<file path="src/hw/calc_macros.svh">
// Calculator sizing values: data width, register index width and pipeline depths

`ifndef CALC_MACROS_SVH
`define CALC_MACROS_SVH

// Data word width
`define CALC_XLEN 32

// Register index width, 32 architectural registers
`define CALC_REG_ADDR_W 5

// Completion stages between the reservation register and writeback
`define CALC_COMP_DEPTH 3

// Multiply latency in register stages, reservation register included
`define CALC_MUL_STAGES 3

`endif

</file>
<file path="src/hw/calc_isa_pkg.sv">
// Calculator ISA package: operation encoding and register-level vector types

`default_nettype none

`include "calc_macros.svh"

package calc_isa_pkg;

  // One data word
  typedef logic [`CALC_XLEN-1:0] calc_data_t;

  // Full unsigned product of two data words
  typedef logic [2*`CALC_XLEN-1:0] calc_product_t;

  // Register index, index 0 is the zero register
  typedef logic [`CALC_REG_ADDR_W-1:0] calc_reg_addr_t;

  // Shift amount, low bits of operand b
  typedef logic [$clog2(`CALC_XLEN)-1:0] calc_shamt_t;

  // Integer pipe takes add through sltu, multiply pipe takes mul and mulhu
  typedef enum logic [3:0]
  {
    e_op_add   = 4'h0,
    e_op_sub   = 4'h1,
    e_op_and   = 4'h2,
    e_op_or    = 4'h3,
    e_op_xor   = 4'h4,
    e_op_sll   = 4'h5,
    e_op_srl   = 4'h6,
    e_op_sltu  = 4'h7,
    e_op_mul   = 4'h8,
    e_op_mulhu = 4'h9
  } calc_op_e;

endpackage

`default_nettype wire

</file>
<file path="src/hw/calc_pipe_pkg.sv">
// Calculator pipeline package: packets passed between blocks and to the outside

`default_nettype none

package calc_pipe_pkg;

  // Dispatch packet, also the reservation register contents
  typedef struct packed
  {
    logic                         valid;
    logic                         poison;
    calc_isa_pkg::calc_op_e       op;
    logic                         use_imm;
    calc_isa_pkg::calc_reg_addr_t rs1_addr;
    calc_isa_pkg::calc_reg_addr_t rs2_addr;
    calc_isa_pkg::calc_reg_addr_t rd_addr;
    calc_isa_pkg::calc_data_t     rs1_data;
    calc_isa_pkg::calc_data_t     rs2_data;
    calc_isa_pkg::calc_data_t     imm;
  } calc_dispatch_t;

  // Execution pipe result toward completion
  typedef struct packed
  {
    logic                     valid;
    calc_isa_pkg::calc_data_t data;
  } calc_result_t;

  // Forwarding source from completion back to operand issue
  typedef struct packed
  {
    logic                         valid;
    calc_isa_pkg::calc_reg_addr_t rd_addr;
    calc_isa_pkg::calc_data_t     data;
  } calc_fwd_t;

  // Register file writeback
  typedef struct packed
  {
    logic                         valid;
    calc_isa_pkg::calc_reg_addr_t rd_addr;
    calc_isa_pkg::calc_data_t     data;
  } calc_wb_t;

endpackage

`default_nettype wire

</file>
<file path="src/hw/calc_operand_issue.sv">
// Operand issue: forwards newer results over stale operands and registers the packet

`default_nettype none
`timescale 1ns/100ps

`include "calc_macros.svh"

module calc_operand_issue
(
  input  logic                                          clk_i,
  input  logic                                          rst_i,
  input  calc_pipe_pkg::calc_dispatch_t                 dispatch_i,
  input  calc_pipe_pkg::calc_fwd_t [`CALC_COMP_DEPTH:0] fwd_i,
  output calc_pipe_pkg::calc_dispatch_t                 reservation_o
);

  calc_pipe_pkg::calc_dispatch_t reservation_n;
  calc_pipe_pkg::calc_dispatch_t reservation_r;

  // Lower index is younger, so scan oldest first and let later matches win
  function automatic calc_isa_pkg::calc_data_t bypass
  (
    input calc_isa_pkg::calc_reg_addr_t                addr,
    input calc_isa_pkg::calc_data_t                    data,
    input calc_pipe_pkg::calc_fwd_t [`CALC_COMP_DEPTH:0] fwd
  );
    calc_isa_pkg::calc_data_t sel;
    sel = data;
    for (int i = `CALC_COMP_DEPTH; i >= 0; i--)
    begin
      if (fwd[i].valid && (fwd[i].rd_addr == addr))
      begin
        sel = fwd[i].data;
      end
    end
    // Zero register always reads zero
    if (addr == '0)
    begin
      sel = '0;
    end
    return sel;
  endfunction

  always_comb
  begin
    reservation_n          = dispatch_i;
    reservation_n.rs1_data = bypass(dispatch_i.rs1_addr, dispatch_i.rs1_data, fwd_i);
    // Operand b travels in rs2_data from here on
    reservation_n.rs2_data = dispatch_i.use_imm
                             ? dispatch_i.imm
                             : bypass(dispatch_i.rs2_addr, dispatch_i.rs2_data, fwd_i);
  end

  always_ff @(posedge clk_i)
  begin
    if (rst_i)
    begin
      reservation_r.valid <= 1'b0;
    end
    else
    begin
      reservation_r <= reservation_n;
    end
  end

  assign reservation_o = reservation_r;

endmodule

`default_nettype wire

</file>
<file path="src/hw/calc_pipe_int.sv">
// Integer pipe: single-cycle ALU from the reservation register into completion stage 1

`default_nettype none
`timescale 1ns/100ps

module calc_pipe_int
(
  input  calc_pipe_pkg::calc_dispatch_t reservation_i,
  output calc_pipe_pkg::calc_result_t   result_o
);

  calc_isa_pkg::calc_data_t  op_a;
  calc_isa_pkg::calc_data_t  op_b;
  calc_isa_pkg::calc_shamt_t shamt;
  calc_isa_pkg::calc_data_t  alu_data;
  logic                      is_int;

  assign op_a  = reservation_i.rs1_data;
  assign op_b  = reservation_i.rs2_data;
  assign shamt = op_b[$bits(calc_isa_pkg::calc_shamt_t)-1:0];

  always_comb
  begin
    is_int   = 1'b1;
    alu_data = '0;
    case (reservation_i.op)
      calc_isa_pkg::e_op_add:  alu_data = op_a + op_b;
      calc_isa_pkg::e_op_sub:  alu_data = op_a - op_b;
      calc_isa_pkg::e_op_and:  alu_data = op_a & op_b;
      calc_isa_pkg::e_op_or:   alu_data = op_a | op_b;
      calc_isa_pkg::e_op_xor:  alu_data = op_a ^ op_b;
      calc_isa_pkg::e_op_sll:  alu_data = op_a << shamt;
      calc_isa_pkg::e_op_srl:  alu_data = op_a >> shamt;
      calc_isa_pkg::e_op_sltu: alu_data = calc_isa_pkg::calc_data_t'(op_a < op_b);
      // Multiplies and unused encodings belong elsewhere
      default:                 is_int   = 1'b0;
    endcase
  end

  assign result_o.valid = reservation_i.valid & is_int;
  assign result_o.data  = alu_data;

endmodule

`default_nettype wire

</file>
<file path="src/hw/calc_pipe_mul.sv">
// Multiply pipe: fixed-latency unsigned multiply returning the low or high product word

`default_nettype none
`timescale 1ns/100ps

`include "calc_macros.svh"

module calc_pipe_mul
(
  input  logic                          clk_i,
  input  logic                          rst_i,
  input  calc_pipe_pkg::calc_dispatch_t reservation_i,
  output calc_pipe_pkg::calc_result_t   result_o
);

  // Reservation and operand registers take two stages, product registers the rest
  localparam int prod_stages_lp = `CALC_MUL_STAGES - 2;

  typedef struct packed
  {
    logic                     valid;
    logic                     high;
    calc_isa_pkg::calc_data_t op_a;
    calc_isa_pkg::calc_data_t op_b;
  } mul_opnd_t;

  typedef struct packed
  {
    logic                        valid;
    logic                        high;
    calc_isa_pkg::calc_product_t product;
  } mul_prod_t;

  mul_opnd_t                      opnd_n;
  mul_opnd_t                      opnd_r;
  mul_prod_t [prod_stages_lp-1:0] prod_r;
  calc_isa_pkg::calc_product_t    product;
  mul_prod_t                      prod_last;

  assign opnd_n.valid = reservation_i.valid
                        & ((reservation_i.op == calc_isa_pkg::e_op_mul)
                        | (reservation_i.op == calc_isa_pkg::e_op_mulhu));
  assign opnd_n.high  = (reservation_i.op == calc_isa_pkg::e_op_mulhu);
  assign opnd_n.op_a  = reservation_i.rs1_data;
  assign opnd_n.op_b  = reservation_i.rs2_data;

  assign product = calc_isa_pkg::calc_product_t'(opnd_r.op_a)
                   * calc_isa_pkg::calc_product_t'(opnd_r.op_b);

  always_ff @(posedge clk_i)
  begin
    if (rst_i)
    begin
      opnd_r.valid <= 1'b0;
      for (int i = 0; i < prod_stages_lp; i++)
      begin
        prod_r[i].valid <= 1'b0;
      end
    end
    else
    begin
      opnd_r    <= opnd_n;
      prod_r[0] <= '{valid: opnd_r.valid, high: opnd_r.high, product: product};
      for (int i = 1; i < prod_stages_lp; i++)
      begin
        prod_r[i] <= prod_r[i-1];
      end
    end
  end

  assign prod_last      = prod_r[prod_stages_lp-1];
  assign result_o.valid = prod_last.valid;
  assign result_o.data  = prod_last.high
                          ? prod_last.product[2*`CALC_XLEN-1:`CALC_XLEN]
                          : prod_last.product[`CALC_XLEN-1:0];

endmodule

`default_nettype wire

</file>
<file path="src/hw/calc_completion.sv">
// Completion pipe: merges pipe results in order, applies poison and flush, drives writeback

`default_nettype none
`timescale 1ns/100ps

`include "calc_macros.svh"

module calc_completion
(
  input  logic                                          clk_i,
  input  logic                                          rst_i,
  input  calc_pipe_pkg::calc_dispatch_t                 reservation_i,
  input  logic                                          flush_i,
  input  calc_pipe_pkg::calc_result_t                   int_result_i,
  input  calc_pipe_pkg::calc_result_t                   mul_result_i,
  output calc_pipe_pkg::calc_fwd_t [`CALC_COMP_DEPTH:0] fwd_o,
  output calc_pipe_pkg::calc_wb_t                       wb_o
);

  localparam int depth_lp = `CALC_COMP_DEPTH;

  // data_v marks that the result has been produced by its pipe
  typedef struct packed
  {
    logic                         wen;
    logic                         data_v;
    calc_isa_pkg::calc_reg_addr_t rd_addr;
    calc_isa_pkg::calc_data_t     data;
  } comp_stage_t;

  comp_stage_t [depth_lp:1] stage_n;
  comp_stage_t [depth_lp:1] stage_r;

  always_comb
  begin
    stage_n[1].wen     = reservation_i.valid & ~reservation_i.poison
                         & (reservation_i.rd_addr != '0);
    stage_n[1].data_v  = 1'b0;
    stage_n[1].rd_addr = reservation_i.rd_addr;
    stage_n[1].data    = '0;
    for (int i = 2; i <= depth_lp; i++)
    begin
      stage_n[i] = stage_r[i-1];
    end

    // Single issue with fixed latency keeps these two from landing on the same instruction
    if (int_result_i.valid)
    begin
      stage_n[1].data_v = 1'b1;
      stage_n[1].data   = int_result_i.data;
    end
    if (mul_result_i.valid)
    begin
      stage_n[depth_lp].data_v = 1'b1;
      stage_n[depth_lp].data   = mul_result_i.data;
    end

    // Flush kills the reservation entry and completion stage 1
    stage_n[1].wen = stage_n[1].wen & ~flush_i;
    stage_n[2].wen = stage_n[2].wen & ~flush_i;
  end

  always_ff @(posedge clk_i)
  begin
    if (rst_i)
    begin
      for (int i = 1; i <= depth_lp; i++)
      begin
        stage_r[i].wen    <= 1'b0;
        stage_r[i].data_v <= 1'b0;
      end
    end
    else
    begin
      stage_r <= stage_n;
    end
  end

  // Next-state stages first, youngest at index 0, then the writeback stage
  always_comb
  begin
    for (int i = 1; i <= depth_lp; i++)
    begin
      fwd_o[i-1].valid   = stage_n[i].wen & stage_n[i].data_v;
      fwd_o[i-1].rd_addr = stage_n[i].rd_addr;
      fwd_o[i-1].data    = stage_n[i].data;
    end
    fwd_o[depth_lp].valid   = stage_r[depth_lp].wen & stage_r[depth_lp].data_v;
    fwd_o[depth_lp].rd_addr = stage_r[depth_lp].rd_addr;
    fwd_o[depth_lp].data    = stage_r[depth_lp].data;
  end

  assign wb_o.valid   = stage_r[depth_lp].wen;
  assign wb_o.rd_addr = stage_r[depth_lp].rd_addr;
  assign wb_o.data    = stage_r[depth_lp].data;

endmodule

`default_nettype wire

</file>
<file path="src/hw/calc_top.sv">
// Calculator top: operand issue, integer and multiply pipes, and the completion pipe

`default_nettype none
`timescale 1ns/100ps

`include "calc_macros.svh"

module calc_top
(
  input  logic                          clk_i,
  input  logic                          rst_i,
  input  calc_pipe_pkg::calc_dispatch_t dispatch_i,
  input  logic                          flush_i,
  output calc_pipe_pkg::calc_wb_t       wb_o
);

  calc_pipe_pkg::calc_dispatch_t                 reservation;
  calc_pipe_pkg::calc_result_t                   int_result;
  calc_pipe_pkg::calc_result_t                   mul_result;
  calc_pipe_pkg::calc_fwd_t [`CALC_COMP_DEPTH:0] fwd;

  calc_operand_issue i_operand_issue
  (
    .clk_i         (clk_i),
    .rst_i         (rst_i),
    .dispatch_i    (dispatch_i),
    .fwd_i         (fwd),
    .reservation_o (reservation)
  );

  // Integer result is ready in the reservation cycle
  calc_pipe_int i_pipe_int
  (
    .reservation_i (reservation),
    .result_o      (int_result)
  );

  calc_pipe_mul i_pipe_mul
  (
    .clk_i         (clk_i),
    .rst_i         (rst_i),
    .reservation_i (reservation),
    .result_o      (mul_result)
  );

  calc_completion i_completion
  (
    .clk_i         (clk_i),
    .rst_i         (rst_i),
    .reservation_i (reservation),
    .flush_i       (flush_i),
    .int_result_i  (int_result),
    .mul_result_i  (mul_result),
    .fwd_o         (fwd),
    .wb_o          (wb_o)
  );

endmodule

`default_nettype wire

</file>
<file path="config.mk">
export PLATFORM = sky130hd
export DESIGN_NAME = calc_top
export DESIGN_NICKNAME = d
export VERILOG_FILES = /design/src/hw/calc_isa_pkg.sv /design/src/hw/calc_pipe_pkg.sv /design/src/hw/calc_operand_issue.sv /design/src/hw/calc_pipe_int.sv /design/src/hw/calc_pipe_mul.sv /design/src/hw/calc_completion.sv /design/src/hw/calc_top.sv
export VERILOG_INCLUDE_DIRS = /design/src /design/src/hw
export SDC_FILE = /design/constraint.sdc
export NUM_CORES = 2
export LEC_CHECK = 0
export ABC_AREA = 1
export ABC_CLOCK_PERIOD_IN_PS = 12700
export BUFFER_PORTS_ARGS = -buffer_cell sky130_fd_sc_hd__buf_2
export CAP_MARGIN = 5
export CORE_MARGIN = 4
export CORE_UTILIZATION = 50
export DETAILED_ROUTE_END_ITERATION = 10
export PLACE_DENSITY_LB_ADDON = 0.25
export SYNTH_ARGS = -nofsm -noshare
export SYNTH_HDL_FRONTEND = slang
export SYNTH_HIERARCHICAL = 1
export SYNTH_SLANG_ARGS = --single-unit
</file>
<file path="constraint.sdc">
create_clock -name clk_i -period 12.7 [get_ports clk_i]
set_input_delay 1.27 -clock clk_i [delete_from_list [all_inputs] [get_ports clk_i]]
set_output_delay 1.27 -clock clk_i [all_outputs]
set_load 0.01 [all_outputs]
</file>
== After elaboration in Yosys (flattened, before gate mapping) ==
Cells that the tools add are included.

* $add $sub $neg: 2
* Multiply operators: 1
* Magnitude comparators: 1
* Equal/unequal tests: 17
* Shift-type cells: 2
* Mux-type cells: 17
* Bitwise logic cells: 16
* Reductions and logical operators: 13

{| class="wikitable"
|+ Operators by type and width
! kind !! number
|-
| 32-bit 2-to-1 mux || 13
|-
| 32-bit one-hot mux with 8 select lines || 1
|-
| 32-bit by 32-bit multiplier with 64-bit output || 1
|-
| 5-bit equality test || 8
|-
| 32-bit adder || 1
|-
| 32-bit AND || 1
|-
| 32-bit < comparator || 1
|-
| 32-bit bitwise OR || 1
|-
| 32-bit by 5-bit left shift with 32-bit output || 1
|-
| 32-bit by 5-bit >> shifter with 32-bit output || 1
|-
| 32-bit subtractor || 1
|-
| 32-bit XOR || 1
|-
| 4-bit by 3-bit equality test with 1-bit output, second input constant || 4
|-
| 1-bit AND || 10
|-
| 5-bit logical NOT || 2
|-
| 4-bit by 2-bit equality test with 1-bit output, second input constant || 2
|-
| 4-bit equality test, second input constant || 2
|-
| 1-bit logical AND || 8
|-
| 8-bit OR reduction || 1
|-
| 5-bit nonzero test || 1
|-
| 4-bit by 1-bit equality test with 1-bit output, second input constant || 1
|-
| 4-bit logical NOT || 1
|-
| 1-bit 2-to-1 mux || 3
|-
| 1-bit inverter || 2
|-
| 1-bit bitwise OR || 1
|}

* Bits in registers: 324
* Output and inout port bits: 38
* Logic and storage cells: 94

== Depth between registers and ports, before layout ==
* Depth after elaboration: 10
* Mapped depth: 30
* Gate-level depth less buffers: 29

== By module ==
Netlist, hierarchy kept.

{| class="wikitable"
|+ Modules (own cells, without submodules)
! module !! instances !! cells each !! area each (um2) !! sequential area each (um2)
|-
| calc_pipe_mul || 1 || 5136 || 40442.5 || 3943.8
|-
| calc_pipe_int || 1 || 1984 || 9680.5 || 0.0
|-
| calc_operand_issue || 1 || 1107 || 8012.7 || 3533.4
|-
| calc_completion || 1 || 498 || 5657.9 || 3453.3
|}

== Least setup slack after synthesis ==
No wires, ideal clock.

* Path kind: register to register
* Start: register i_pipe_mul/opnd_r[57] (netlist bit)
* End: register i_pipe_mul.prod_r (netlist bit i_pipe_mul/prod_last[62]) (data pin)
* Library setup time: 252 ps
* Data arrival time: 6102 ps
* Required time: 12448 ps
* Path slack: 6346 ps
* Stages on the path, launching flop included: 26
* Clock period less this slack: 6354 ps
* Cells stage by stage: edfxtp_1 clkbuf_1 nand2_1 fa_1 inv_1 fa_1 inv_1 fa_1 inv_1 fa_1 fa_1 fa_1 fa_1 inv_1 fa_1 inv_1 ha_1 nand2_1 nor2_1 inv_2 nor2_4 nand2_2 nor3_2 nand2_1 nand3_1 nand2_1

* Longest elaborated chain between the ends: 1

{| class="wikitable"
|+ RTL lines
! element !! line !! text
|-
| start, declared || calc_pipe_mul.sv:35 || <nowiki>mul_opnd_t opnd_r;</nowiki>
|-
| start signal, assigned || calc_pipe_mul.sv:62 || <nowiki>opnd_r <= opnd_n;</nowiki>
|-
| 32-bit by 32-bit multiplier with 64-bit output || calc_pipe_mul.sv:48 || <nowiki>* calc_isa_pkg::calc_product_t'(opnd_r.op_b);</nowiki>
|-
| named net i_pipe_mul.product[62] || calc_pipe_mul.sv:37 || <nowiki>calc_isa_pkg::calc_product_t product;</nowiki>
|-
| end signal, assigned by index || calc_pipe_mul.sv:66 || <nowiki>prod_r[i] <= prod_r[i-1];</nowiki>
|-
| end, declared || calc_pipe_mul.sv:36 || <nowiki>mul_prod_t [prod_stages_lp-1:0] prod_r;</nowiki>
|}

The timed path passes the listed nets, and every way through them passes these cells.
A chain may end at the register's enable or synchronous reset.

== Final worst setup path ==
* Start: register i_pipe_mul/opnd_r[47] (netlist bit)
* End: register i_pipe_mul.prod_r (netlist bit i_pipe_mul/prod_last[41]) (data pin)

Same word-level chain as after synthesis.

==> flow_summary.json <==
{
  "cp.required_ns": 13.02,
  "stdcell_area_mm2": 0.06435,
  "start_kind": "register",
  "h-tree-depth": 2,
  "final_util_pct": 51.91,
  "r2r_cells": 23,
  "drt_iter0_drc": 4904,
  "clk_pin_slew_ns": 0.06,
  "syn-cell-area_mm2": 0.06250,
  "layout_common_cells": "nand2_1, inv_1, fa_1",
  "start_util_pct": 50.42,
  "maxSlewViolCount": 0,
  "min_from": "i_completion/stage_n[76]$_SDFF_PP0_",
  "hold_class": "register to register",
  "hpwl_mm": 175.1,
  "ys_warn_count": 6,
  "insertion_delay_ns": 0.61,
  "clock_skew_ns": 0.04506,
  "wl_per_cell_um": 21.39,
  "reg2reg_slack_ns": 5.52,
  "status": "completed",
  "grtUsageTotal_pct": 32.97,
  "worst_slack_ns": 5.518,
  "nNetsFinal": 9805,
  "synth_nets": 10066,
  "wl_mm": 215.8,
  "timing.max_cap.violations": 0,
  "routed_via_density": 5.355,
  "endpoint_kind": "register",
  "drive_gt1_share_pct": 5.503,
  "dieArea_mm2": 0.1307,
  "critPathMaxFanout": 32,
  "cts_buffer_depth": 3,
  "grt_pass1_wl_mm": 329.8,
  "chipHeight_um": 361.6,
  "ctsRootBufferMaster": "clkbuf_16",
  "finalHoldViolations": 0,
  "cts_sinks": 324,
  "ant_nets": 0,
  "die-width_um": 361.6,
  "synth_area_per_cell_um2": 7.199,
  "filler_cell_count": 12237,
  "final_common_cell": "nand2_1",
  "place_ws_ns": 5.570,
  "pin_count": 159,
  "antenna_found_initial": 4,
  "grt_pass1_vias": 54426,
  "remaining_drc_errors": 0,
  "setup_tns_ns": 0,
  "cts_buffers": 40,
  "rows": 129,
  "cts_setup_buffers": 0,
  "gp_congestion": 1.031,
  "dpl_cell_area_mm2": 0.06299,
  "port_buffers": 158,
  "cts_resized": 0,
  "timing.final.crit_share_pct": 56.55,
  "worst-endpoint-arrival_ns": 7.51,
  "critPathKind": "register to register",
  "dr_total_vias": 54017,
  "setup_viol": 0,
  "diodes": 0,
  "tightest_slew_ns": 1.316,
  "grt-ovfl-total": 0,
  "grt_max_degree": 76,
  "fin_crit_ns": 7.182,
  "rsz0062_at_grt": "false",
  "firstDrtPassIters": 6,
  "cts_tree": "done",
  "syn2layout_area_growth_pct": 2.957,
  "fmax_ghz": 0.1392,
  "reg2reg_from": "i_pipe_mul/opnd_r[47]$_DFFE_PN_",
  "max-slew-margin-rel_pct": 12.03,
  "cts_hold_buf": 0,
  "netlist_instances": 8682,
  "hold_end": "i_completion/stage_r[76]$_SDFF_PP0_",
  "core-area_mm2": 0.1240,
  "hold-path-cell-count": 2,
  "rr_endpoint": "i_pipe_mul/prod_last[41]$_DFFE_PN_"
}
per-layer routing:
| layer | up-vias | track usage [%] | wire length [µm] |
|---|---|---|---|
| li1 | 24894 | - | - |
| met4 | 4 | 13.78 | 11020 |
| met5 | - | 0 | 25 |
| met1 | 26344 | 42.69 | 85280 |
| met2 | 2299 | 56.15 | 103900 |
| met3 | 476 | 4.068 | 15560 |
layout make-up:
class / instances / area [µm²] / share of cell area (%)
clock buffer: 44 / 1016 / 1.579
clock inverter: 27 / 344.1 / 0.5347
timing repair buffer: 257 / 1534 / 2.384
sequential: 324 / 9639 / 14.98
multi-input combinational: 5584 / 41450 / 64.41
inverter: 2214 / 8322 / 12.93
tap: 1637 / 2048 / 3.183
worst max-delay path: stages (launching register included):
cell	delay, ns
edfxtp_1	0.33
buf_4	0.45
nand2_1	0.10
inv_1	0.10
fa_1	0.44
fa_1	0.54
inv_1	0.05
fa_1	0.56
fa_1	0.45
fa_1	0.55
inv_1	0.07
fa_1	0.46
fa_1	0.52
fa_1	0.45
ha_1	0.38
nand2_1	0.14
nor2_1	0.33
nand2_1	0.24
nor2_1	0.15
nand2_1	0.09
nand3_2	0.17
nand3_1	0.13
nand3_1	0.09
nand2_1	0.06
through the flow:
stage	std cells	hold slack (ns)
finish	10087	0.4317
global route	10087	0.4426
CTS	10087	0.4324
detailed placement	10016	0.4246
global placement	10016	0.4177
floorplan	8682	0.3883
worst max path at each step:
stage,startpoint,endpoint,slack [ns],cells past startpoint
CTS,i_pipe_mul/opnd_r[47]$_DFFE_PN_,i_pipe_mul/prod_last[57]$_DFFE_PN_,5.51,24
detailed placement,i_pipe_mul/opnd_r[47]$_DFFE_PN_,i_pipe_mul/prod_last[57]$_DFFE_PN_,5.57,24
floorplan,i_pipe_mul/opnd_r[57]$_DFFE_PN_,i_pipe_mul/prod_last[62]$_DFFE_PN_,6.35,25
finish,i_pipe_mul/opnd_r[47]$_DFFE_PN_,i_pipe_mul/prod_last[41]$_DFFE_PN_,5.52,23
global route,i_pipe_mul/opnd_r[47]$_DFFE_PN_,i_pipe_mul/prod_last[57]$_DFFE_PN_,5.29,26
global placement,i_pipe_mul/opnd_r[47]$_DFFE_PN_,i_pipe_mul/prod_last[26]$_DFFE_PN_,5.51,21
sequential cells by signal, indices dropped and copies added, names as in the netlist:
| signal | count |
|---|---|
| i_completion/fwd_o | 79 |
| i_completion/stage_n | 2 |
| i_completion/stage_r | 35 |
| i_completion/wb_o | 1 |
| i_operand_issue/reservation_o | 75 |
| i_pipe_mul/opnd_r | 66 |
| i_pipe_mul/prod_last | 65 |
| i_pipe_mul/result_o | 1 |
Power is left out: the tool's default activity adds up to more than one toggle a clock period on the data nets, which glitch-free logic cannot reach.
